--- src/soc_bus_pkg.sv ---
// Bus widths, request and response types and the two views of an address
// Imported by every RTL module and by the testbench
package soc_bus_pkg;

  localparam int ADDR_W = 32;
  localparam int DATA_W = 32;
  // One strobe per byte lane
  localparam int STRB_W = DATA_W / 8;

  // Request from a master, or from the interconnect to a slave
  typedef struct packed {
    logic              cyc;
    logic              we;
    logic [STRB_W-1:0] strb;
    logic [ADDR_W-1:0] addr;
    logic [DATA_W-1:0] wdata;
  } bus_req_t;

  typedef struct packed {
    logic              ack;
    logic [DATA_W-1:0] rdata;
  } bus_rsp_t;

  // Memory view of an address
  typedef struct packed {
    logic [3:0]  region;
    logic [3:0]  unused;
    logic [21:0] word;
    logic [1:0]  offset;
  } mem_view_t;

  // Device register view of an address
  typedef struct packed {
    logic [3:0]  region;
    logic [21:0] unused;
    logic [3:0]  reg_idx;
    logic [1:0]  offset;
  } dev_view_t;

  typedef union packed {
    mem_view_t mem;
    dev_view_t dev;
  } bus_addr_u;

  // Merge new data into an old word under byte strobes
  function automatic logic [DATA_W-1:0] apply_strb(
    input logic [DATA_W-1:0] old_word,
    input logic [DATA_W-1:0] new_word,
    input logic [STRB_W-1:0] strb
  );
    logic [DATA_W-1:0] res;
    int                b;
    res = old_word;
    for (b = 0; b < STRB_W; b++) begin
      if (strb[b]) begin
        res[8*b +: 8] = new_word[8*b +: 8];
      end
    end
    return res;
  endfunction

endpackage

--- src/dma_counter.sv ---
// DMA address counters and remaining word count
// Loaded on start, advanced one word at each step
`timescale 1ns/1ps

module dma_counter import soc_bus_pkg::*; (
  input  logic              clk,
  input  logic              rst_i,
  input  logic              start_i,
  input  logic              step_i,
  input  logic [ADDR_W-1:0] src_i,
  input  logic [ADDR_W-1:0] dst_i,
  input  logic [DATA_W-1:0] len_i,
  output logic [ADDR_W-1:0] src_addr_o,
  output logic [ADDR_W-1:0] dst_addr_o,
  output logic              last_o,
  output logic              empty_o
);

  logic [ADDR_W-1:0] src_q;
  logic [ADDR_W-1:0] dst_q;
  logic [DATA_W-1:0] cnt_q;

  always_ff @(posedge clk) begin
    if (rst_i) begin
      cnt_q <= '0;
    end else if (start_i) begin
      cnt_q <= len_i;
    end else if (step_i) begin
      cnt_q <= cnt_q - 1'b1;
    end
  end

  // Byte addresses, one word per step
  always_ff @(posedge clk) begin
    if (start_i) begin
      src_q <= src_i;
      dst_q <= dst_i;
    end else if (step_i) begin
      src_q <= src_q + ADDR_W'(STRB_W);
      dst_q <= dst_q + ADDR_W'(STRB_W);
    end
  end

  assign src_addr_o = src_q;
  assign dst_addr_o = dst_q;
  assign last_o     = (cnt_q == DATA_W'(1));
  // Valid in the start cycle, before the count is loaded
  assign empty_o    = (len_i == '0);

endmodule

--- config.mk ---
export PLATFORM = sky130hd
export DESIGN_NAME = dma_counter
export DESIGN_NICKNAME = d
export VERILOG_FILES = /design/src/soc_bus_pkg.sv /design/src/dma_counter.sv
export SDC_FILE = /design/constraint.sdc
export NUM_CORES = 1
export LEC_CHECK = 0
export BUFFER_PORTS_ARGS = -buffer_cell sky130_fd_sc_hd__buf_2
export CAP_MARGIN = 20
export CELL_PAD_IN_SITES_DETAIL_PLACEMENT = 1
export CELL_PAD_IN_SITES_GLOBAL_PLACEMENT = 2
export CORE_MARGIN = 2
export CORE_UTILIZATION = 30
export CTS_CLUSTER_DIAMETER = 80
export DETAILED_ROUTE_END_ITERATION = 16
export PLACE_DENSITY = 0.77
export REMOVE_ABC_BUFFERS = 1
export SKIP_LAST_GASP = 1
export SYNTH_ARGS = -nofsm -noshare
export SYNTH_HDL_FRONTEND = slang
export SYNTH_SLANG_ARGS = --single-unit
--- constraint.sdc ---
create_clock -name clk -period 4.9 [get_ports clk]
set_clock_uncertainty 0.2 [all_clocks]
set_input_delay 0.49 -clock clk [delete_from_list [all_inputs] [get_ports clk]]
set_output_delay 0.49 -clock clk [all_outputs]
set_load 0.01 [all_outputs]
==> impl_metrics.toml <==
[critical_path]
worstSetupEndpointType = "output port"
reg2reg_depth = 5
r2r-end = "dst_addr_o[22]"
crit_chain = "or4_4, or4_4, nor4_1, buf_2"
start_kind = "flip-flop"
crit_type = "flip-flop to output port"
crit_path_max_incr_delay_ps = 590
critPathArrivalTime_ps = 2370
cp_slowest_cell = "or4_4"
worst_ep_required_time_ps = 4210
path_common_cell = "or4_4"
critPathMaxFanout = 13
r2r-start = "dst_addr_o[2]"
r2r_setup_slack_ps = 2220

[finish]
layout-drive-gt1-share = 0.2604
final_cell_mix = "buf_2 (164), edfxtp_1 (64), nand2_1 (58)"
synthToLayoutAreaGrowth_pct = 21.78
finalInstanceArea_um2 = 7164
postLayoutCoreUtil = 0.3705
multi_input_area_um2 = 3105
n_antenna_cell = 0
fillerInstances = 2311
layout_commonest_cell = "buf_2"
nNetsFinal = 890
regArea_um2 = 2562

[timing]
setup_tns_ps = 0
relSlewSlack = 0.2970
rsz0062_at_grt = "no"
max_freq_mhz = 326.9
slew_violations = 0
finalCritPeriodShare = 0.6244
max_slew.worst_pin.slew_ps = 1054
setup_viol = 0
hold_violations = 0
timing.final.ws_setup_ps = 1841
period_needed_ps = 3059

[floorplanning]
placeableCoreArea_um2 = 19330
io_pins = 166
design.die.area_um2 = 20750
start_util = 0.3043
die_w_um = 144.0
die_h_um = 144.0
rows = 51

[clock_tree]
clk_pin_slew_ps = 70
clockBufferDepth = 2
cts_tree = "done"
cts_root_buf = "clkbuf_16"
insertion_delay_ps = 350
cts_num_sinks = 96
cts_resized = 0
cts_inserted_buffers = 9
cts_htree_levels = 3
holdBufCountCts = 0
post_cts_buffers = 0

[power_and_ir_drop]
power.internal_uw = 1467
comb_power_share = 0.189
peakVddDrop_mv = 0.1614
p_leak_uw = 0.002543
pwr-share-clk = 0.314
switchingPower_uw = 665.3
powerDensity_nw_per_um2 = 297.6
pwr-share-seq = 0.497
swShare = 0.3120

[synth]
yosysSeqAreaShare = 0.4356
postSynthCellCount = 649
synth-seq-cells = 96
yosys_warnings = 0
synth.distinct_cells = 56
synth_top_flop_cell = "edfxtp_1"
synthArstFlopShare = 0
synth.avg_cell_area_um2 = 9.065
synth_edf_count = 64
syn_area_um2 = 5883

[global_route]
grt_pass1_wl_mm = 29.93
grt_max_degree = 91
gr-total-overflow = 0
antenna_found_initial = 0
grt_pass1_vias = 5852
grtUsageTotal = 0.1800

[route]
drc = 0
vias_per_cell = 5.532
vias = 5842
dr.pass1.iters = 4
drt_wl_total_mm = 18.92
wire_per_inst_um = 17.92
drt-initial-drc-count = 217
antenna_left = 0

[hold_path]
whs_endpoint = "cnt_q[1]"
hp-class = "input pin to flip-flop"
min-delay-start = "len_i[1]"
hold_path_depth = 3

[place]
placed_area_um2 = 6899
dp_slack_ps = 2023
globalplace.congestion = 0.7959
port_buffers = 165
dpl.hpwl_mm = 13.75

[run_status]
outcome = "finished clean"

[run]
drv_cap = 0
-- registers in the layout, indices dropped and copies added (netlist names) --
signal	cells
dst_addr_o	32
cnt_q	32
src_addr_o	32
-- per-stage QoR --
| stage | cells | hold WS, ps | total power, µW |
|---|---|---|---|
| floorplan | 607 | 268.3 | 1273 |
| global placement | 1040 | 296.7 | 1466 |
| detailed placement | 1040 | 309.5 | 1482 |
| CTS | 1056 | 196.1 | 2156 |
| global route | 1056 | 206.5 | 2245 |
| finish | 1056 | 209.4 | 2132 |
-- final cells by class --
type / count / share of cell area
multi-input combinational: 498 / 0.4335
sequential: 96 / 0.3577
timing repair buffer: 168 / 0.1188
tap: 265 / 0.04628
clock buffer: 10 / 0.03196
inverter: 13 / 0.006811
clock inverter: 6 / 0.005065
-- Yosys cell counts (13+ instances only) --
master,n,area (µm²)
edfxtp_1,64,1922
nand2_1,58,217.7
nor2_1,55,206.5
o21ai_0,45,225.2
clkbuf_1,37,138.9
nand3_1,34,170.2
dfxtp_1,32,640.6
or4_1,30,225.2
a31oi_1,26,162.7
nand4_1,24,150.1
o31ai_1,21,157.7
nor4_1,19,118.9
xor2_1,18,157.7
nor3_1,17,85.08
xnor2_1,17,148.9
or3_1,14,87.58
inv_1,13,48.80
-- logic make-up (layout without fill, tap and decap cells) --
family | after synthesis | after routing | synth area share
mux | 2 | 2 | 0.003828
flops | 96 | 96 | 0.4356
compound gates | 147 | 147 | 0.1672
fa+ha+maj | 4 | 4 | 0.008507
xor+xnor | 35 | 35 | 0.05210
buf+inv | 55 | 197 | 0.03658
simple gates | 310 | 310 | 0.2963
-- worst max-delay path: cells and delay by family, from the launching register on --
family / cells / cell delay (ps)
DFF: 1 / 380
and+or+nand+nor: 3 / 1450
buffers and inverters: 1 / 190
-- power by group through the flow --
stage               Clock (µW)  Sequential [µW]  Combinational (µW)
floorplan                    0             1080                 198
global placement             0             1070                 396
detailed placement           0             1080                 405
CTS                        690             1060                 407
global route               720             1070                 452
finish                     669             1060                 403
-- per-layer routing --
| metal | GRT usage | vias up | wire length [µm] |
|---|---|---|---|
| met5 | 0 | - | 0 |
| met4 | 0.04386 | 0 | 178 |
| met3 | 0.02914 | 13 | 841 |
| met2 | 0.3038 | 136 | 8891 |
| met1 | 0.2415 | 2878 | 9008 |
| li1 | - | 2815 | - |
-- worst max path at each step --
stage	depth (start not counted)	end	startpoint
global placement	5	cnt_q[13]	step_i
detailed placement	5	cnt_q[13]	step_i
floorplan	3	dst_addr_o[20]	start_i
global route	4	last_o	cnt_q[3]
CTS	4	last_o	cnt_q[8]
finish	4	last_o	cnt_q[19]
(Power assumes the default switching activity.)
