[config.mk]
export PLATFORM = sky130hd
export DESIGN_NAME = keyboard_port
export DESIGN_NICKNAME = d
export VERILOG_FILES = /design/src/soc_bus_pkg.sv /design/src/soc_dev_pkg.sv /design/src/keyboard_port.sv
export SDC_FILE = /design/constraint.sdc
export NUM_CORES = 1
export LEC_CHECK = 0
export BUFFER_PORTS_ARGS = -buffer_cell sky130_fd_sc_hd__clkbuf_2
export CAP_MARGIN = 20
export CORE_ASPECT_RATIO = 1.4
export CORE_MARGIN = 8
export CORE_UTILIZATION = 33
export DETAILED_ROUTE_END_ITERATION = 8
export GPL_ROUTABILITY_DRIVEN = 0
export PLACE_DENSITY = 0.84
export SYNTH_ARGS = -nofsm -noshare
export SYNTH_HDL_FRONTEND = slang
export SYNTH_SLANG_ARGS = --single-unit
export TNS_END_PERCENT = 10
[constraint.sdc]
create_clock -name clk -period 1.8 [get_ports clk]
set_input_delay 0.09 -clock clk [delete_from_list [all_inputs] [get_ports clk]]
set_output_delay 0.09 -clock clk [all_outputs]
set_load 0.1 [all_outputs]
[src/soc_bus_pkg.sv]
// Bus widths, request and response types and the two views of an address
// Imported by every RTL module and by the testbench
package soc_bus_pkg;

  localparam int ADDR_W = 32;
  localparam int DATA_W = 32;
  // One strobe per byte lane
  localparam int STRB_W = DATA_W / 8;

  // Request from a master, or from the interconnect to a slave
  typedef struct packed {
    logic              cyc;
    logic              we;
    logic [STRB_W-1:0] strb;
    logic [ADDR_W-1:0] addr;
    logic [DATA_W-1:0] wdata;
  } bus_req_t;

  typedef struct packed {
    logic              ack;
    logic [DATA_W-1:0] rdata;
  } bus_rsp_t;

  // Memory view of an address
  typedef struct packed {
    logic [3:0]  region;
    logic [3:0]  unused;
    logic [21:0] word;
    logic [1:0]  offset;
  } mem_view_t;

  // Device register view of an address
  typedef struct packed {
    logic [3:0]  region;
    logic [21:0] unused;
    logic [3:0]  reg_idx;
    logic [1:0]  offset;
  } dev_view_t;

  typedef union packed {
    mem_view_t mem;
    dev_view_t dev;
  } bus_addr_u;

  // Merge new data into an old word under byte strobes
  function automatic logic [DATA_W-1:0] apply_strb(
    input logic [DATA_W-1:0] old_word,
    input logic [DATA_W-1:0] new_word,
    input logic [STRB_W-1:0] strb
  );
    logic [DATA_W-1:0] res;
    int                b;
    res = old_word;
    for (b = 0; b < STRB_W; b++) begin
      if (strb[b]) begin
        res[8*b +: 8] = new_word[8*b +: 8];
      end
    end
    return res;
  endfunction

endpackage

[src/soc_dev_pkg.sv]
// Region codes, device register indices and status bit positions
// Imported by the interconnect, the device slaves and the testbench
package soc_dev_pkg;

  // Region codes, top nibble of the address
  localparam logic [3:0] REGION_MEM = 4'd0;
  localparam logic [3:0] REGION_KEY = 4'd1;
  localparam logic [3:0] REGION_DMA = 4'd2;

  // Keyboard registers
  localparam logic [3:0] KEY_DATA   = 4'd0;
  localparam logic [3:0] KEY_STATUS = 4'd1;

  localparam int KEY_READY_BIT   = 0;
  localparam int KEY_OVERRUN_BIT = 1;

  // DMA registers
  localparam logic [3:0] DMA_SRC    = 4'd0;
  localparam logic [3:0] DMA_DST    = 4'd1;
  localparam logic [3:0] DMA_LEN    = 4'd2;
  localparam logic [3:0] DMA_CTRL   = 4'd3;
  localparam logic [3:0] DMA_STATUS = 4'd4;

  localparam int DMA_BUSY_BIT = 0;
  localparam int DMA_DONE_BIT = 1;

  // Read value of any unmapped region
  localparam logic [31:0] EMPTY_DATA = 32'hBAD0_BAD0;

endpackage

[src/keyboard_port.sv]
// Keyboard slave with a one-entry key-code buffer
// Status shows ready and overrun, a write to status clears overrun
`timescale 1ns/1ps

module keyboard_port import soc_bus_pkg::*, soc_dev_pkg::*; (
  input  logic       clk,
  input  logic       rst_i,
  input  bus_req_t   req_i,
  output bus_rsp_t   rsp_o,
  input  logic [7:0] key_code_i,
  input  logic       key_valid_i
);

  bus_addr_u         addr;
  logic              take;
  logic              rd_data;
  logic              wr_status;
  logic              ack_q;
  logic              ready_q;
  logic              overrun_q;
  logic [7:0]        code_q;
  logic [DATA_W-1:0] rd_val;
  logic [DATA_W-1:0] rdata_q;

  assign addr      = req_i.addr;
  assign take      = req_i.cyc & ~ack_q;
  assign rd_data   = take & ~req_i.we & (addr.dev.reg_idx == KEY_DATA);
  assign wr_status = take & req_i.we & (addr.dev.reg_idx == KEY_STATUS);

  always_ff @(posedge clk) begin
    if (rst_i) begin
      ack_q     <= 1'b0;
      ready_q   <= 1'b0;
      overrun_q <= 1'b0;
    end else begin
      ack_q <= take;
      // A new key wins over a read in the same cycle
      if (key_valid_i) begin
        ready_q <= 1'b1;
      end else if (rd_data) begin
        ready_q <= 1'b0;
      end
      if (key_valid_i && ready_q) begin
        overrun_q <= 1'b1;
      end else if (wr_status) begin
        overrun_q <= 1'b0;
      end
    end
  end

  always_comb begin
    rd_val = '0;
    if (addr.dev.reg_idx == KEY_DATA) begin
      rd_val[7:0] = code_q;
    end else if (addr.dev.reg_idx == KEY_STATUS) begin
      rd_val[KEY_READY_BIT]   = ready_q;
      rd_val[KEY_OVERRUN_BIT] = overrun_q;
    end
  end

  always_ff @(posedge clk) begin
    if (key_valid_i) begin
      code_q <= key_code_i;
    end
    if (take) begin
      rdata_q <= rd_val;
    end
  end

  assign rsp_o = '{ack: ack_q, rdata: rdata_q};

endmodule

==> flow_metrics.env <==
export IMPL_grt_ovfl_total=0
export IMPL_post_cts_buffers=0
export IMPL_utilization_pct=41.7
export IMPL_setup_violations=0
export IMPL_cp_data_arrival_time_ns=1.09
export IMPL_worstSetupEndpointType="output pin"
export IMPL_drive_above_1_share_pct=31.7
export IMPL_port_buffers=25
export IMPL_fin_area_sq_um=1070
export IMPL_cts_tree="done"
export IMPL_finalCritPeriodShare_pct=65.5
export IMPL_pin_count=114
export IMPL_grt_use_total_pct=6.01
export IMPL_cts_buffers=3
export IMPL_antenna_found_initial=0
export IMPL_crit_path_start_kind="flip-flop"
export IMPL_drt_iter0_drc=11
export IMPL_crit_buf_inv=1
export IMPL_grt_max_degree=12
export IMPL_vias=485
export IMPL_clock_fmax_mhz=849
export IMPL_hold_path_class="primary input to flip-flop"
export IMPL_dieArea_sq_um=4570
export IMPL_syn_area_sq_um=873
export IMPL_setup_tns_ns=0
export IMPL_grt_first_pass_wirelength_microns=2230
export IMPL_crit_required_ns=1.71
export IMPL_status="finished, final reports clean"
export IMPL_tightest_slew_ns=0.545
export IMPL_cellPowerDensity_nw_per_um2=1020
export IMPL_synthCells=64
export IMPL_slew_viol_final=0
export IMPL_die_height_microns=76.9
export IMPL_cpPeakStageDelay_ns=0.45
export IMPL_r2r_start="ack_q"
export IMPL_grt_pass1_vias=514
export IMPL_wl_per_cell_microns=10.5
export IMPL_max_slew_margin_pct=63.8
export IMPL_rr_endpoint="overrun_q"
export IMPL_yosysSeqAreaShare_pct=61.9
export IMPL_cap_violations=0
export IMPL_area_growth_pct=22.2
export IMPL_slowest_stage="clkbuf_2"
export IMPL_crit_type="flip-flop to output pin"
export IMPL_clock_sinks=19
export IMPL_clock_skew_ns=0.00186
export IMPL_cp_max_fo=1
export IMPL_clk_latency_ns=0.28
export IMPL_antenna_left=0
export IMPL_start_util_pct=34.1
export IMPL_whs_path_depth=3
export IMPL_worstHoldStart="req_i[68]"
export IMPL_rows=22
export IMPL_ys_types=15
export IMPL_place_hpwl_microns=1210
export IMPL_cpLargestDelayFamily="buffers and inverters"
export IMPL_cp_depth=1
export IMPL_syn_avg_cell_area_sq_um=13.6
export IMPL_post_drt_via_cell_ratio=3.54
export IMPL_h_tree_depth=1
export IMPL_placed_cell_area_sq_um=950
export IMPL_report_power_total_mw=1.08
export IMPL_vdd_ir_drop_max_v=0.000480
export IMPL_drc=0
export IMPL_crit_path_start="rdata_q[5]"
export IMPL_clk_path_buf_depth=2
export IMPL_clockRootBuffer="clkbuf_4"
export IMPL_p_leak_nw=0.473
export IMPL_hold_violations=0
export IMPL_ys_ff_latch=19
export IMPL_rrSetupSlack_ns=0.81
export IMPL_r2r_cells=4
export IMPL_crit_path_cell_trace="clkbuf_2"
export IMPL_wirelength_microns=1430
export IMPL_fp_dieW_microns=59.5
export IMPL_hold_end="ready_q"
export IMPL_yosys_warnings=0
export IMPL_period_minus_slack_ns=1.18
export IMPL_rsz0062_at_grt="false"
export IMPL_final_nets=183
export IMPL_coreArea_sq_um=2560
export IMPL_first_pass_iters=4
export IMPL_path_clk_slew_ns=0.10
export IMPL_n_antenna_cell=0
## how the worst max path moves through the flow
stage | endpoint | slack [ns]
3_3_place_gp | rdata_q[0] | 0.85
5_1_grt | rsp_o[5] | 0.57
3_5_place_dp | rdata_q[3] | 0.81
4_1_cts | rsp_o[5] | 0.61
2_1_floorplan | overrun_q | 0.63
6_report | rsp_o[5] | 0.62
## cells in the mapped netlist
cell | number | share of area, %
nor2b_1 | 2 | 1.4
nor2_1 | 2 | 0.86
nand2_1 | 1 | 0.43
a31o_1 | 1 | 1.0
edfxtp_1 | 16 | 55
nor4_4 | 1 | 2.4
and2_1 | 6 | 4.3
inv_1 | 1 | 0.43
conb_1 | 1 | 0.43
nor4b_2 | 1 | 1.7
a311oi_1 | 1 | 1.0
a22o_1 | 2 | 2.0
a21oi_1 | 1 | 0.57
buf_4 | 25 | 21
dfxtp_1 | 3 | 6.9
## per-layer routing
metal	vias up	GRT usage (%)	wire [microns]
li1	245	-	-
met1	206	6.00	525
met2	34	9.76	666
met3	0	3.67	240
met4	0	2.16	0
met5	-	0	0
## flip-flops by register name (all words and copies together) (netlist names)
name / count
ack_q: 1
code_q: 8
overrun_q: 1
rdata_q: 8
ready_q: 1
## kinds of logic after synthesis
kind of cell,synth area share (%)
other cells,0.429
flops,61.9
buf+inv,21.9
simple gates,11.2
compound gates,4.58
## cell type report
class                   instances  area (sq um)
fillers                       250          1490
flip-flops and latches         19           541
multi-input cells              42           228
repair buffers                 35           223
well taps                      36          45.0
clock buffers                   3          22.5
clock inverters                 1          5.00
inverters                       1          3.75
## per-stage QoR
stage,instances,hold slack [ns],setup WS [ns]
2_1_floorplan,87,0.159,0.633
3_3_place_gp,124,0.270,0.855
3_5_place_dp,124,0.269,0.809
4_1_cts,137,0.120,0.609
5_1_grt,137,0.121,0.567
6_report,137,0.123,0.622
## what timing repair did
item / 4_1_cts / 5_1_grt
hold endpoints to repair: 10 / 0
hold buffers: 9 / 0
gates resized for setup: 0 / 0
endpoints found under the setup margin: 0 / 0
## cells in the final DEF (no fill, tap or decap), drive strengths merged
cell         instances
nor2                 2
dlygate4sd3          9
conb                24
nand2                1
a21oi                1
a31o                 1
clkinv               1
edfxtp              16
buf                  1
a311oi               1
a22o                 2
nor4                 1
clkbuf              28
and2                 6
dfxtp                3
inv                  1
nor4b                1
nor2b                2
## power breakdown
| part | switching [mW] | internal (mW) | total, mW |
|---|---|---|---|
| sequential | 0.00751 | 0.506 | 0.514 |
| clock | 0.122 | 0.0824 | 0.205 |
| combinational | 0.324 | 0.0415 | 0.366 |
Note: power is estimated with default switching activity, not from simulation.
