`src/soc_bus_pkg.sv`:
```
// Bus widths, request and response types and the two views of an address
// Imported by every RTL module and by the testbench
package soc_bus_pkg;

  localparam int ADDR_W = 32;
  localparam int DATA_W = 32;
  // One strobe per byte lane
  localparam int STRB_W = DATA_W / 8;

  // Request from a master, or from the interconnect to a slave
  typedef struct packed {
    logic              cyc;
    logic              we;
    logic [STRB_W-1:0] strb;
    logic [ADDR_W-1:0] addr;
    logic [DATA_W-1:0] wdata;
  } bus_req_t;

  typedef struct packed {
    logic              ack;
    logic [DATA_W-1:0] rdata;
  } bus_rsp_t;

  // Memory view of an address
  typedef struct packed {
    logic [3:0]  region;
    logic [3:0]  unused;
    logic [21:0] word;
    logic [1:0]  offset;
  } mem_view_t;

  // Device register view of an address
  typedef struct packed {
    logic [3:0]  region;
    logic [21:0] unused;
    logic [3:0]  reg_idx;
    logic [1:0]  offset;
  } dev_view_t;

  typedef union packed {
    mem_view_t mem;
    dev_view_t dev;
  } bus_addr_u;

  // Merge new data into an old word under byte strobes
  function automatic logic [DATA_W-1:0] apply_strb(
    input logic [DATA_W-1:0] old_word,
    input logic [DATA_W-1:0] new_word,
    input logic [STRB_W-1:0] strb
  );
    logic [DATA_W-1:0] res;
    int                b;
    res = old_word;
    for (b = 0; b < STRB_W; b++) begin
      if (strb[b]) begin
        res[8*b +: 8] = new_word[8*b +: 8];
      end
    end
    return res;
  endfunction

endpackage

```
`src/soc_dev_pkg.sv`:
```
// Region codes, device register indices and status bit positions
// Imported by the interconnect, the device slaves and the testbench
package soc_dev_pkg;

  // Region codes, top nibble of the address
  localparam logic [3:0] REGION_MEM = 4'd0;
  localparam logic [3:0] REGION_KEY = 4'd1;
  localparam logic [3:0] REGION_DMA = 4'd2;

  // Keyboard registers
  localparam logic [3:0] KEY_DATA   = 4'd0;
  localparam logic [3:0] KEY_STATUS = 4'd1;

  localparam int KEY_READY_BIT   = 0;
  localparam int KEY_OVERRUN_BIT = 1;

  // DMA registers
  localparam logic [3:0] DMA_SRC    = 4'd0;
  localparam logic [3:0] DMA_DST    = 4'd1;
  localparam logic [3:0] DMA_LEN    = 4'd2;
  localparam logic [3:0] DMA_CTRL   = 4'd3;
  localparam logic [3:0] DMA_STATUS = 4'd4;

  localparam int DMA_BUSY_BIT = 0;
  localparam int DMA_DONE_BIT = 1;

  // Read value of any unmapped region
  localparam logic [31:0] EMPTY_DATA = 32'hBAD0_BAD0;

endpackage

```
`src/dma_regs.sv`:
```
// DMA register block on the bus: source, destination, length, control, status
// Makes the start pulse and keeps the done flag and interrupt level
`timescale 1ns/1ps

module dma_regs import soc_bus_pkg::*, soc_dev_pkg::*; (
  input  logic              clk,
  input  logic              rst_i,
  input  bus_req_t          req_i,
  output bus_rsp_t          rsp_o,
  input  logic              busy_i,
  input  logic              done_i,
  input  logic              irq_clear_i,
  output logic              start_o,
  output logic [ADDR_W-1:0] src_o,
  output logic [ADDR_W-1:0] dst_o,
  output logic [DATA_W-1:0] len_o,
  output logic              irq_o
);

  bus_addr_u         addr;
  logic [3:0]        idx;
  logic              take;
  logic              wr;
  logic              ack_q;
  logic              start_q;
  logic              done_q;
  logic              irq_q;
  logic [ADDR_W-1:0] src_q;
  logic [ADDR_W-1:0] dst_q;
  logic [DATA_W-1:0] len_q;
  logic [DATA_W-1:0] rd_val;
  logic [DATA_W-1:0] rdata_q;

  assign addr = req_i.addr;
  assign idx  = addr.dev.reg_idx;
  assign take = req_i.cyc & ~ack_q;
  assign wr   = take & req_i.we;

  always_ff @(posedge clk) begin
    if (rst_i) begin
      ack_q   <= 1'b0;
      start_q <= 1'b0;
      done_q  <= 1'b0;
      irq_q   <= 1'b0;
    end else begin
      ack_q <= take;
      // Start is dropped while a copy runs
      start_q <= wr & (idx == DMA_CTRL) & req_i.strb[0] & req_i.wdata[0] & ~busy_i;
      if (done_i) begin
        done_q <= 1'b1;
        irq_q  <= 1'b1;
      end else if (start_q) begin
        done_q <= 1'b0;
        irq_q  <= 1'b0;
      end else if (irq_clear_i) begin
        irq_q <= 1'b0;
      end
    end
  end

  always_ff @(posedge clk) begin
    if (wr && idx == DMA_SRC) begin
      src_q <= apply_strb(src_q, req_i.wdata, req_i.strb);
    end
    if (wr && idx == DMA_DST) begin
      dst_q <= apply_strb(dst_q, req_i.wdata, req_i.strb);
    end
    if (wr && idx == DMA_LEN) begin
      len_q <= apply_strb(len_q, req_i.wdata, req_i.strb);
    end
    if (take) begin
      rdata_q <= rd_val;
    end
  end

  always_comb begin
    rd_val = '0;
    case (idx)
      DMA_SRC: rd_val = src_q;
      DMA_DST: rd_val = dst_q;
      DMA_LEN: rd_val = len_q;
      DMA_STATUS: begin
        rd_val[DMA_BUSY_BIT] = busy_i;
        rd_val[DMA_DONE_BIT] = done_q;
      end
      default: rd_val = '0;
    endcase
  end

  assign rsp_o   = '{ack: ack_q, rdata: rdata_q};
  assign start_o = start_q;
  assign src_o   = src_q;
  assign dst_o   = dst_q;
  assign len_o   = len_q;
  assign irq_o   = irq_q;

endmodule

```
`config.mk`:
```
export PLATFORM = sky130hd
export DESIGN_NAME = dma_regs
export DESIGN_NICKNAME = d
export VERILOG_FILES = /design/src/soc_bus_pkg.sv /design/src/soc_dev_pkg.sv /design/src/dma_regs.sv
export SDC_FILE = /design/constraint.sdc
export NUM_CORES = 1
export LEC_CHECK = 0
export BUFFER_PORTS_ARGS = -buffer_cell sky130_fd_sc_hd__buf_4
export CAP_MARGIN = 10
export CORE_MARGIN = 4
export CORE_UTILIZATION = 45
export DETAILED_ROUTE_END_ITERATION = 7
export PLACE_DENSITY = 0.82
export SLEW_MARGIN = 20
export SYNTH_ARGS = -nofsm -noshare
export SYNTH_HDL_FRONTEND = slang
export SYNTH_SLANG_ARGS = --single-unit
```
`constraint.sdc`:
```
create_clock -name clk -period 2.9 [get_ports clk]
set_clock_uncertainty 0.1 [all_clocks]
set_input_delay 0.58 -clock clk [delete_from_list [all_inputs] [get_ports clk]]
set_output_delay 0.58 -clock clk [all_outputs]
set_load 0.005 [all_outputs]
```
==> impl_metrics.py, run 1 <==
metrics = {
    "run_status": {
        "status": "completed",
    },
    "floorplan": {
        "die_area_um2": 12110,
        "die_h_um": 110.1,
        "initial_core_util": 0.4708,
        "coreArea_um2": 9955,
        "pin_count": 206,
        "num_rows": 36,
        "die_w_um": 110.1,
    },
    "synthesis": {
        "synthCells": 247,
        "yosys_warnings": 0,
        "avgSynthCellArea_um2": 18.98,
        "synth_nets": 322,
        "synth-seq-cells": 132,
        "ys_types": 25,
        "ys_seq_area_frac": 0.8372,
        "netlist_area_um2": 4687,
    },
    "worst_setup_path": {
        "worstPathRequired_ns": 3.18,
        "reg2reg_to": "dst_o[0]",
        "crit_end": "rdata_q[29]",
        "start_kind": "primary input",
        "endpoint_kind": "flop",
        "worst_ep_arrival_time_ns": 2.32,
        "reg2reg_from": "ack_q",
        "reg2reg_depth": 4,
        "critPathKind": "in2reg",
        "r2r_slack_ns": 1.38,
        "critical_path.startpoint": "req_i[35]",
        "critPathMaxFanout": 17,
    },
    "finish": {
        "fillers": 702,
        "n_antenna_cell": 0,
        "fin_util": 0.6807,
        "drive_gt1_frac": 0.4859,
        "nets": 523,
        "fin_cells": 594,
        "syn_to_final_growth_pct": 44.58,
    },
    "placed_design": {
        "dp_hpwl_um": 8523,
        "place.gp.congestion": 0.7573,
        "pre_cts_ws_ns": 0.3635,
        "place_inst": 562,
        "portBuffers": 177,
    },
    "clocking": {
        "cts_made_buffers": 17,
        "clockRootBuffer": "clkbuf_8",
        "worst_skew_pair.late_latency_ns": 0.51,
        "clockBufferDepth": 2,
        "cts_hold_buf": 0,
        "cts_resized": 0,
        "cts_tree": "built",
        "post-cts-setup-buffers": 0,
        "htree_levels": 4,
        "cts.sink_count": 132,
        "clk_pin_slew_ns": 0.06,
    },
    "route": {
        "drt_iter0_drc": 292,
        "vias": 3114,
        "wl_per_cell_um": 20.34,
        "dr.pass1.iters": 7,
        "drt_wl_total_um": 12080,
        "drtAntennaViolNets": 0,
        "drc": 0,
        "avgViaCountPerCell": 5.242,
    },
    "global_route": {
        "grt_pass1_wl_um": 17450,
        "antenna_found_initial": 0,
        "overflow": 0,
        "first_global_vias": 3173,
        "grt_max_degree": 34,
        "grt.total_usage": 0.2018,
    },
    "sta": {
        "final.min_clock_period_ns": 2.048,
        "worst_pin_slew_ns": 1.086,
        "finalSetupViolCount": 0,
        "timing.fmax_mhz": 488.4,
        "worst_slack_ns": 0.8524,
        "period_share": 0.7061,
        "final.setup.tns_ns": 0,
        "max-slew-margin-rel": 0.2729,
        "hold_violations": 0,
        "finalMaxSlewViolations": 0,
        "rsz0062_at_grt": "false",
    },
    "pwr": {
        "ir_drop_mv": 0.3517,
        "power_density_nw_per_um2": 621.3,
        "leakagePower_nw": 2.842,
        "power_mw": 4.210,
    },
    "run": {
        "cap_violations": 0,
    },
    "worst_hold_path": {
        "hold_path.class": "in2reg",
        "hp-start": "req_i[16]",
    },
}
-- how the worst min path moves through the flow --
stage	slack, ns	endpoint	cells past startpoint
final	0.16	src_o[16]	1
after global routing	0.14	len_o[31]	1
after CTS	0.13	src_o[16]	1
after detailed placement	0.38	irq_o	2
after global placement	0.38	irq_o	2
after floorplan	0.35	done_q	2
-- registers in the layout, indices dropped and copies added (netlist names) --
name,flops
dst_o,32
len_o,32
rdata_q,32
src_o,32
ack_q,1
done_q,1
irq_o,1
start_o,1
-- report_power, final --
group / internal [mW] / switching [mW] / total (mW)
Combinational: 0.101 / 0.0931 / 0.194
Clock: 1.17 / 0.702 / 1.87
Sequential: 2.13 / 0.0129 / 2.14
Total: 3.40 / 0.808 / 4.21
-- worst max-delay path, cell delays in order --
cell	delay, ns
buf_4	0.16
nor4b_4	0.95
buf_4	0.40
a222oi_1	0.15
inv_1	0.08
-- cell usage in the layout (no fill, tap or decap), types with 3 or more instances in the layout --
| cell | n |
|---|---|
| clkinv_2 | 5 |
| clkbuf_1 | 6 |
| a222oi_1 | 30 |
| nand2_1 | 5 |
| clkbuf_8 | 3 |
| dfxtp_1 | 4 |
| inv_1 | 31 |
| clkbuf_16 | 16 |
| nor2_1 | 15 |
| edfxtp_1 | 128 |
| buf_4 | 195 |
-- synth_stat cells --
library cell,number,area share
or3_1,1,0.0013
nor3_1,2,0.0021
mux2i_1,1,0.0021
nand2b_1,1,0.0013
a222oi_1,30,0.064
nor4_2,1,0.0027
nor4b_2,1,0.0032
buf_6,3,0.0072
nor2b_1,2,0.0027
nand4b_1,1,0.0019
nand3b_1,2,0.0032
a211oi_1,1,0.0016
dfxtp_1,4,0.017
edfxtp_1,128,0.82
a221o_1,2,0.0043
and3b_1,1,0.0019
a21oi_1,2,0.0021
nor4_1,1,0.0013
inv_1,31,0.025
buf_4,2,0.0032
or4b_1,1,0.0021
nor4b_4,1,0.0051
nor2_1,15,0.012
nand2_1,5,0.0040
buf_2,8,0.0085
-- metrics by stage --
step                      hold WS (ns)  cell area (um^2)
after global placement          0.3775              6254
after global routing            0.1375              6777
after floorplan                 0.3509              4687
after CTS                       0.1311              6777
after detailed placement        0.3811              6254
final                           0.1579              6777
-- logic make-up (layout without fill, tap and decap cells) --
family	Yosys count	count (layout)	share of synthesized area
simple gates	35	35	0.04485
mux	1	1	0.002136
flops	132	132	0.8372
compound gates	35	35	0.07208
buf+inv	44	258	0.04378
-- area by class of cell --
class / instances / area [um^2] / area share
clock buffer: 25 / 464.2 / 0.06850
clock inverter: 7 / 58.81 / 0.008678
inverter: 31 / 116.4 / 0.01717
sequential: 132 / 3924 / 0.5790
tap: 133 / 166.4 / 0.02456
multi-input combinational: 71 / 583.1 / 0.08604
timing repair buffer: 195 / 1464 / 0.2160
-- metal layers --
layer  vias to the layer above  share of wire  track usage
met2                       161           0.51       0.3410
met1                      1534           0.38       0.2421
met5                         -              0            0
met4                         0          0.019      0.08994
li1                       1401              -            -
met3                        18          0.088      0.05533
(Power assumes the default switching activity.)
==> run 2, diff against run 1 <==
Settings changed: ABC_AREA from default to 1, CORE_UTILIZATION 45 to 43, PLACE_DENSITY 0.82 to 0.81.
Clock period 2.9 ns to 1.8 ns, I/O delays scaled along.
==> impl_metrics.py, run 2 <==
metrics = {
    "clocking": {
        "clockRootBuffer": "clkbuf_16",
        "cts.sink_count": 132,
        "clockBufferDepth": 2,
        "htree_levels": 4,
        "cts_tree": "built",
        "cts_made_buffers": 17,
        "cts_resized": 0,
        "post-cts-setup-buffers": 0,
        "clk_pin_slew_ns": 0.05,
        "cts_hold_buf": 0,
        "worst_skew_pair.late_latency_ns": 0.39,
    },
    "global_route": {
        "grt_pass1_wl_um": 19620,
        "overflow": 0,
        "grt.total_usage": 0.1956,
        "grt_max_degree": 98,
        "antenna_found_initial": 0,
        "first_global_vias": 3754,
    },
    "worst_hold_path": {
        "hold_path.class": "in2reg",
    },
    "finish": {
        "fin_cells": 683,
        "final_common_cell": "buf_4",
        "fillers": 797,
        "final_cell_mix": "buf_4, nand3_1, edfxtp_1",
        "drive_gt1_frac": 0.4586,
        "n_antenna_cell": 0,
        "syn_to_final_growth_pct": 47.52,
        "nets": 608,
    },
    "synthesis": {
        "synthCells": 333,
        "synth-edff-count": 128,
        "synth-seq-cells": 132,
        "yosys_most_used_dff": "edfxtp_1",
        "synthArstFlopShare": 0,
        "synth_top_area_frac": 0.7819,
        "synth_nets": 408,
        "ys_top_cells_by_count": "nand3_1, edfxtp_1, nor3_1",
        "ys_seq_area_frac": 0.7982,
        "synth_top_cell_by_area": "edfxtp_1",
        "netlist_area_um2": 4916,
        "yosys_warnings": 0,
        "synth_most_common_cell": "nand3_1",
        "synth_area_leaders": "edfxtp_1, nand3_1, dfxtp_1, nor3_1, inv_1",
        "ys_types": 15,
        "avgSynthCellArea_um2": 14.76,
    },
    "route": {
        "drt_iter0_drc": 259,
        "drtAntennaViolNets": 0,
        "dr.pass1.iters": 5,
        "drt_wl_total_um": 12780,
        "vias": 3622,
        "avgViaCountPerCell": 5.303,
        "drc": 0,
        "wl_per_cell_um": 18.72,
    },
    "sta": {
        "period_share": 0.8469,
        "final.min_clock_period_ns": 1.524,
        "hold_violations": 0,
        "worst_pin_slew_ns": 0.5221,
        "max-slew-margin-rel": 0.6520,
        "finalMaxSlewViolations": 0,
        "timing.fmax_mhz": 656.0,
        "rsz0062_at_grt": "false",
        "finalSetupViolCount": 0,
        "final.setup.tns_ns": 0,
    },
    "pwr": {
        "power.switching_mw": 1.379,
        "pwr-share-comb": 0.058,
        "leakagePower_nw": 2.904,
        "swShare": 0.2018,
        "p_int_mw": 5.455,
        "power_density_nw_per_um2": 942.4,
        "seqPwrFrac": 0.505,
        "ir_drop_mv": 0.6260,
        "clkPwrFrac": 0.437,
    },
    "floorplan": {
        "die_h_um": 114.9,
        "coreArea_um2": 11030,
        "pin_count": 206,
        "num_rows": 38,
        "die_w_um": 114.9,
        "initial_core_util": 0.4457,
        "die_area_um2": 13210,
    },
    "worst_setup_path": {
        "path_cells": "nor2_4 -> nand2_4 -> nor3_2 -> buf_4",
        "worstPathRequired_ns": 1.81,
        "critPathSlowestCell": "dfxtp_1",
        "endpoint_kind": "flop",
        "critPathMaxFanout": 13,
        "start_kind": "flop",
        "worst_ep_arrival_time_ns": 1.53,
        "critPathKind": "reg2reg",
        "cpPeakStageDelay_ns": 0.34,
    },
    "placed_design": {
        "portBuffers": 177,
        "dp_hpwl_um": 8946,
        "place.gp.congestion": 0.8148,
        "place_inst": 654,
    },
    "run_status": {
        "status": "completed",
    },
    "run": {
        "cap_violations": 0,
    },
}
==> run 2: cell types whose count changed after synthesis, moves of 3 or more <==
cell / change
nand3_1: +129
a222oi_1: -30
inv_1: -19
nor3_1: +12
nor2_1: -11
clkbuf_1: +9
nand2_1: +7
buf_4: +3
buf_6: -3
nor2_4: +3
==> run 2: cells by family (layout without fill, tap and decap cells) <==
group,count (synthesis),after routing,share of synthesized area
AOI/OAI and AO/OA,2,2,0.002036
buffers and inverters,35,245,0.03232
DFF,132,132,0.7982
and+or+nand+nor,164,164,0.1675
==> run 2: layout make-up <==
class / instances / area, um^2 / area share
multi-input combinational: 166 / 975.9 / 0.1346
clock inverter: 11 / 91.34 / 0.01259
sequential: 132 / 3924 / 0.5411
timing repair buffer: 202 / 1592 / 0.2195
clock buffer: 18 / 429.2 / 0.05918
inverter: 14 / 65.06 / 0.008972
tap: 140 / 175.2 / 0.02415
==> run 2: power by group through the flow <==
stage | registers, mW | logic, mW | clock network [mW]
6_report | 3.45 | 0.394 | 2.99
5_1_grt | 3.46 | 0.427 | 3.21
4_1_cts | 3.45 | 0.397 | 3.05
3_5_place_dp | 3.52 | 0.396 | 0
3_3_place_gp | 3.51 | 0.382 | 0
2_1_floorplan | 3.52 | 0.160 | 0
==> run 2: metrics by stage <==
| step | setup WS, ns | power, mW | instance area [um^2] | hold slack, ns | util |
|---|---|---|---|---|---|
| floorplan | -0.2283 | 3.678 | 5081 | 0.3291 | - |
| global placement | 0.03363 | 3.896 | 6731 | 0.3478 | 0.6103 |
| detailed placement | 0.03386 | 3.911 | 6731 | 0.3516 | 0.6103 |
| CTS | 0.2525 | 6.897 | 7252 | 0.01853 | 0.6574 |
| global route | 0.1820 | 7.094 | 7252 | 0.02365 | 0.6574 |
| finish | 0.2756 | 6.834 | 7252 | 0.03599 | 0.6574 |
==> run 2: metal layers <==
metal  wire length [um]  global-route usage
met2               6687              0.3488
met1               4751              0.2202
met5                  0                   0
met3               1138             0.06474
met4                206             0.06651
==> run 2: worst paths after layout <==
path	from	endpoint	slack [ns]	cells after the start
setup / recovery	ack_q	len_o[22]	0.28	4
setup reg to reg	ack_q	len_o[22]	0.28	4
hold / removal	rst_i	irq_o	0.04	2
hold reg to reg	irq_o	irq_o	0.36	2
==> run 2: critical path, delay by kind of cell, from the launching register on <==
kind	cells	cell delay, ns
AND/OR/NAND/NOR	3	0.58
buffers and inverters	1	0.20
flip-flops	1	0.34
==> run 3, diff against run 2 <==
Settings changed: ABC_AREA 1 to 0, CORE_UTILIZATION 43 to 42, PLACE_DENSITY 0.81 to 0.8.
Clock period 1.8 ns to 1.3 ns, I/O delays scaled along.
==> impl_metrics.py, run 3 (synthesis results as in run 1) <==
metrics = {
    "clocking": {
        "cts.sink_count": 132,
        "worst_skew_pair.late_latency_ns": 0.51,
        "clockBufferDepth": 2,
        "htree_levels": 4,
        "clockRootBuffer": "clkbuf_8",
        "clk_pin_slew_ns": 0.06,
        "cts_tree": "built",
        "cts_made_buffers": 17,
    },
    "worst_setup_path": {
        "critPathKind": "reg2reg",
        "reg2reg_from": "ack_q",
        "endpoint_kind": "flop",
        "critical_path.startpoint": "ack_q",
        "worst_ep_arrival_time_ns": 1.59,
        "critPathMaxFanout": 8,
        "start_kind": "flop",
        "worstPathRequired_ns": 1.39,
        "reg2reg_depth": 3,
    },
    "finish": {
        "final_cell_mix": "buf_4, edfxtp_1, buf_6",
        "syn_to_final_growth_pct": 75.73,
        "drive_gt1_frac": 0.5523,
        "n_antenna_cell": 0,
        "postLayoutCellArea_um2": 8237,
        "fin_util": 0.7565,
        "final_common_cell": "buf_4",
        "nets": 616,
        "fin_cells": 694,
    },
    "sta": {
        "worst_pin_slew_ns": 0.3431,
        "timing.fmax_mhz": 666.6,
        "finalMaxSlewViolations": 0,
        "final.min_clock_period_ns": 1.500,
        "hold_violations": 0,
        "whs_ns": 0.06962,
        "worst_slack_ns": -0.2002,
        "rsz0062_at_grt": "true",
        "max-slew-margin-rel": 0.7713,
        "finalSetupViolCount": 238,
        "period_share": 1.154,
    },
    "placed_design": {
        "place.gp.congestion": 0.7960,
        "place_inst": 575,
        "placed_area_um2": 6573,
        "portBuffers": 177,
        "dp_hpwl_um": 8567,
    },
    "route": {
        "drc": 0,
        "drt_iter0_drc": 357,
        "dr.pass1.iters": 8,
        "avgViaCountPerCell": 5.091,
        "wl_per_cell_um": 20.03,
        "drtAntennaViolNets": 0,
        "drt_wl_total_um": 13900,
        "vias": 3533,
    },
    "pwr": {
        "ir_drop_mv": 1.039,
        "power_density_nw_per_um2": 1208,
        "leakagePower_nw": 3.457,
    },
    "run_status": {
        "status": "finished, violations left",
        "violations": "setup timing",
    },
    "floorplan": {
        "die_area_um2": 12910,
        "initial_core_util": 0.4305,
        "num_rows": 38,
        "coreArea_um2": 10890,
        "die_h_um": 113.6,
        "pin_count": 206,
        "die_w_um": 113.6,
    },
    "worst_hold_path": {
        "hp-start": "req_i[64]",
        "hold_path.class": "in2reg",
        "whs_path_depth": 4,
    },
    "global_route": {
        "first_global_vias": 3734,
        "overflow": 0,
        "antenna_found_initial": 0,
        "grt_max_degree": 33,
        "grt.total_usage": 0.2077,
        "grt_pass1_wl_um": 20040,
    },
    "run": {
        "cap_violations": 0,
    },
}
## run 3: layout make-up
class	instances	area [um^2]
clock buffer	19	421.7
clock inverter	13	140.1
fill	611	2651
inverter	31	116.4
multi-input combinational	71	726.9
sequential	132	3928
tap	140	175.2
timing repair buffer	288	2729
## run 3: path summary, 6_finish.rpt
path / to / slack (ns)
setup / recovery: len_o[0] / -0.20
hold / removal: start_o / 0.07
setup reg to reg: len_o[0] / -0.20
hold reg to reg: done_q / 0.41
## run 3: layer usage
layer,global-route usage,vias up,part of all wire
met5,0,-,0
met4,0.1074,0,0.031
met3,0.06419,38,0.075
met2,0.3585,202,0.54
met1,0.2308,1708,0.36
li1,-,1585,-
## run 3: where the power goes
part | switching (mW) | internal, mW | leakage (nW)
Clock | 1.65 | 2.87 | 0.271
Combinational | 0.277 | 0.368 | 1.97
Sequential | 0.0317 | 4.75 | 1.22
## run 3: repair_timing
item	CTS	global route
hold endpoints to repair	100	0
endpoints found under the setup margin	228	246
buffers inserted	31	21
hold buffers	36	0
resized for setup	32	58
pin swaps	13	25
## run 3: critical path, cell delays in order (launching register included)
cell	delay [ns]
dfxtp_2	0.32
and3b_2	0.38
nand2_4	0.12
nor2_4	0.25
## run 3: per-stage QoR
| step | setup TNS (ns) | power, mW | worst slack (ns) |
|---|---|---|---|
| floorplan | -18.62 | 5.036 | -0.2700 |
| global placement | -44.36 | 5.367 | -0.3935 |
| detailed placement | -47.02 | 5.392 | -0.4296 |
| CTS | -33.49 | 9.994 | -0.2010 |
| global route | -44.23 | 10.27 | -0.2693 |
| finish | -30.73 | 9.952 | -0.2002 |
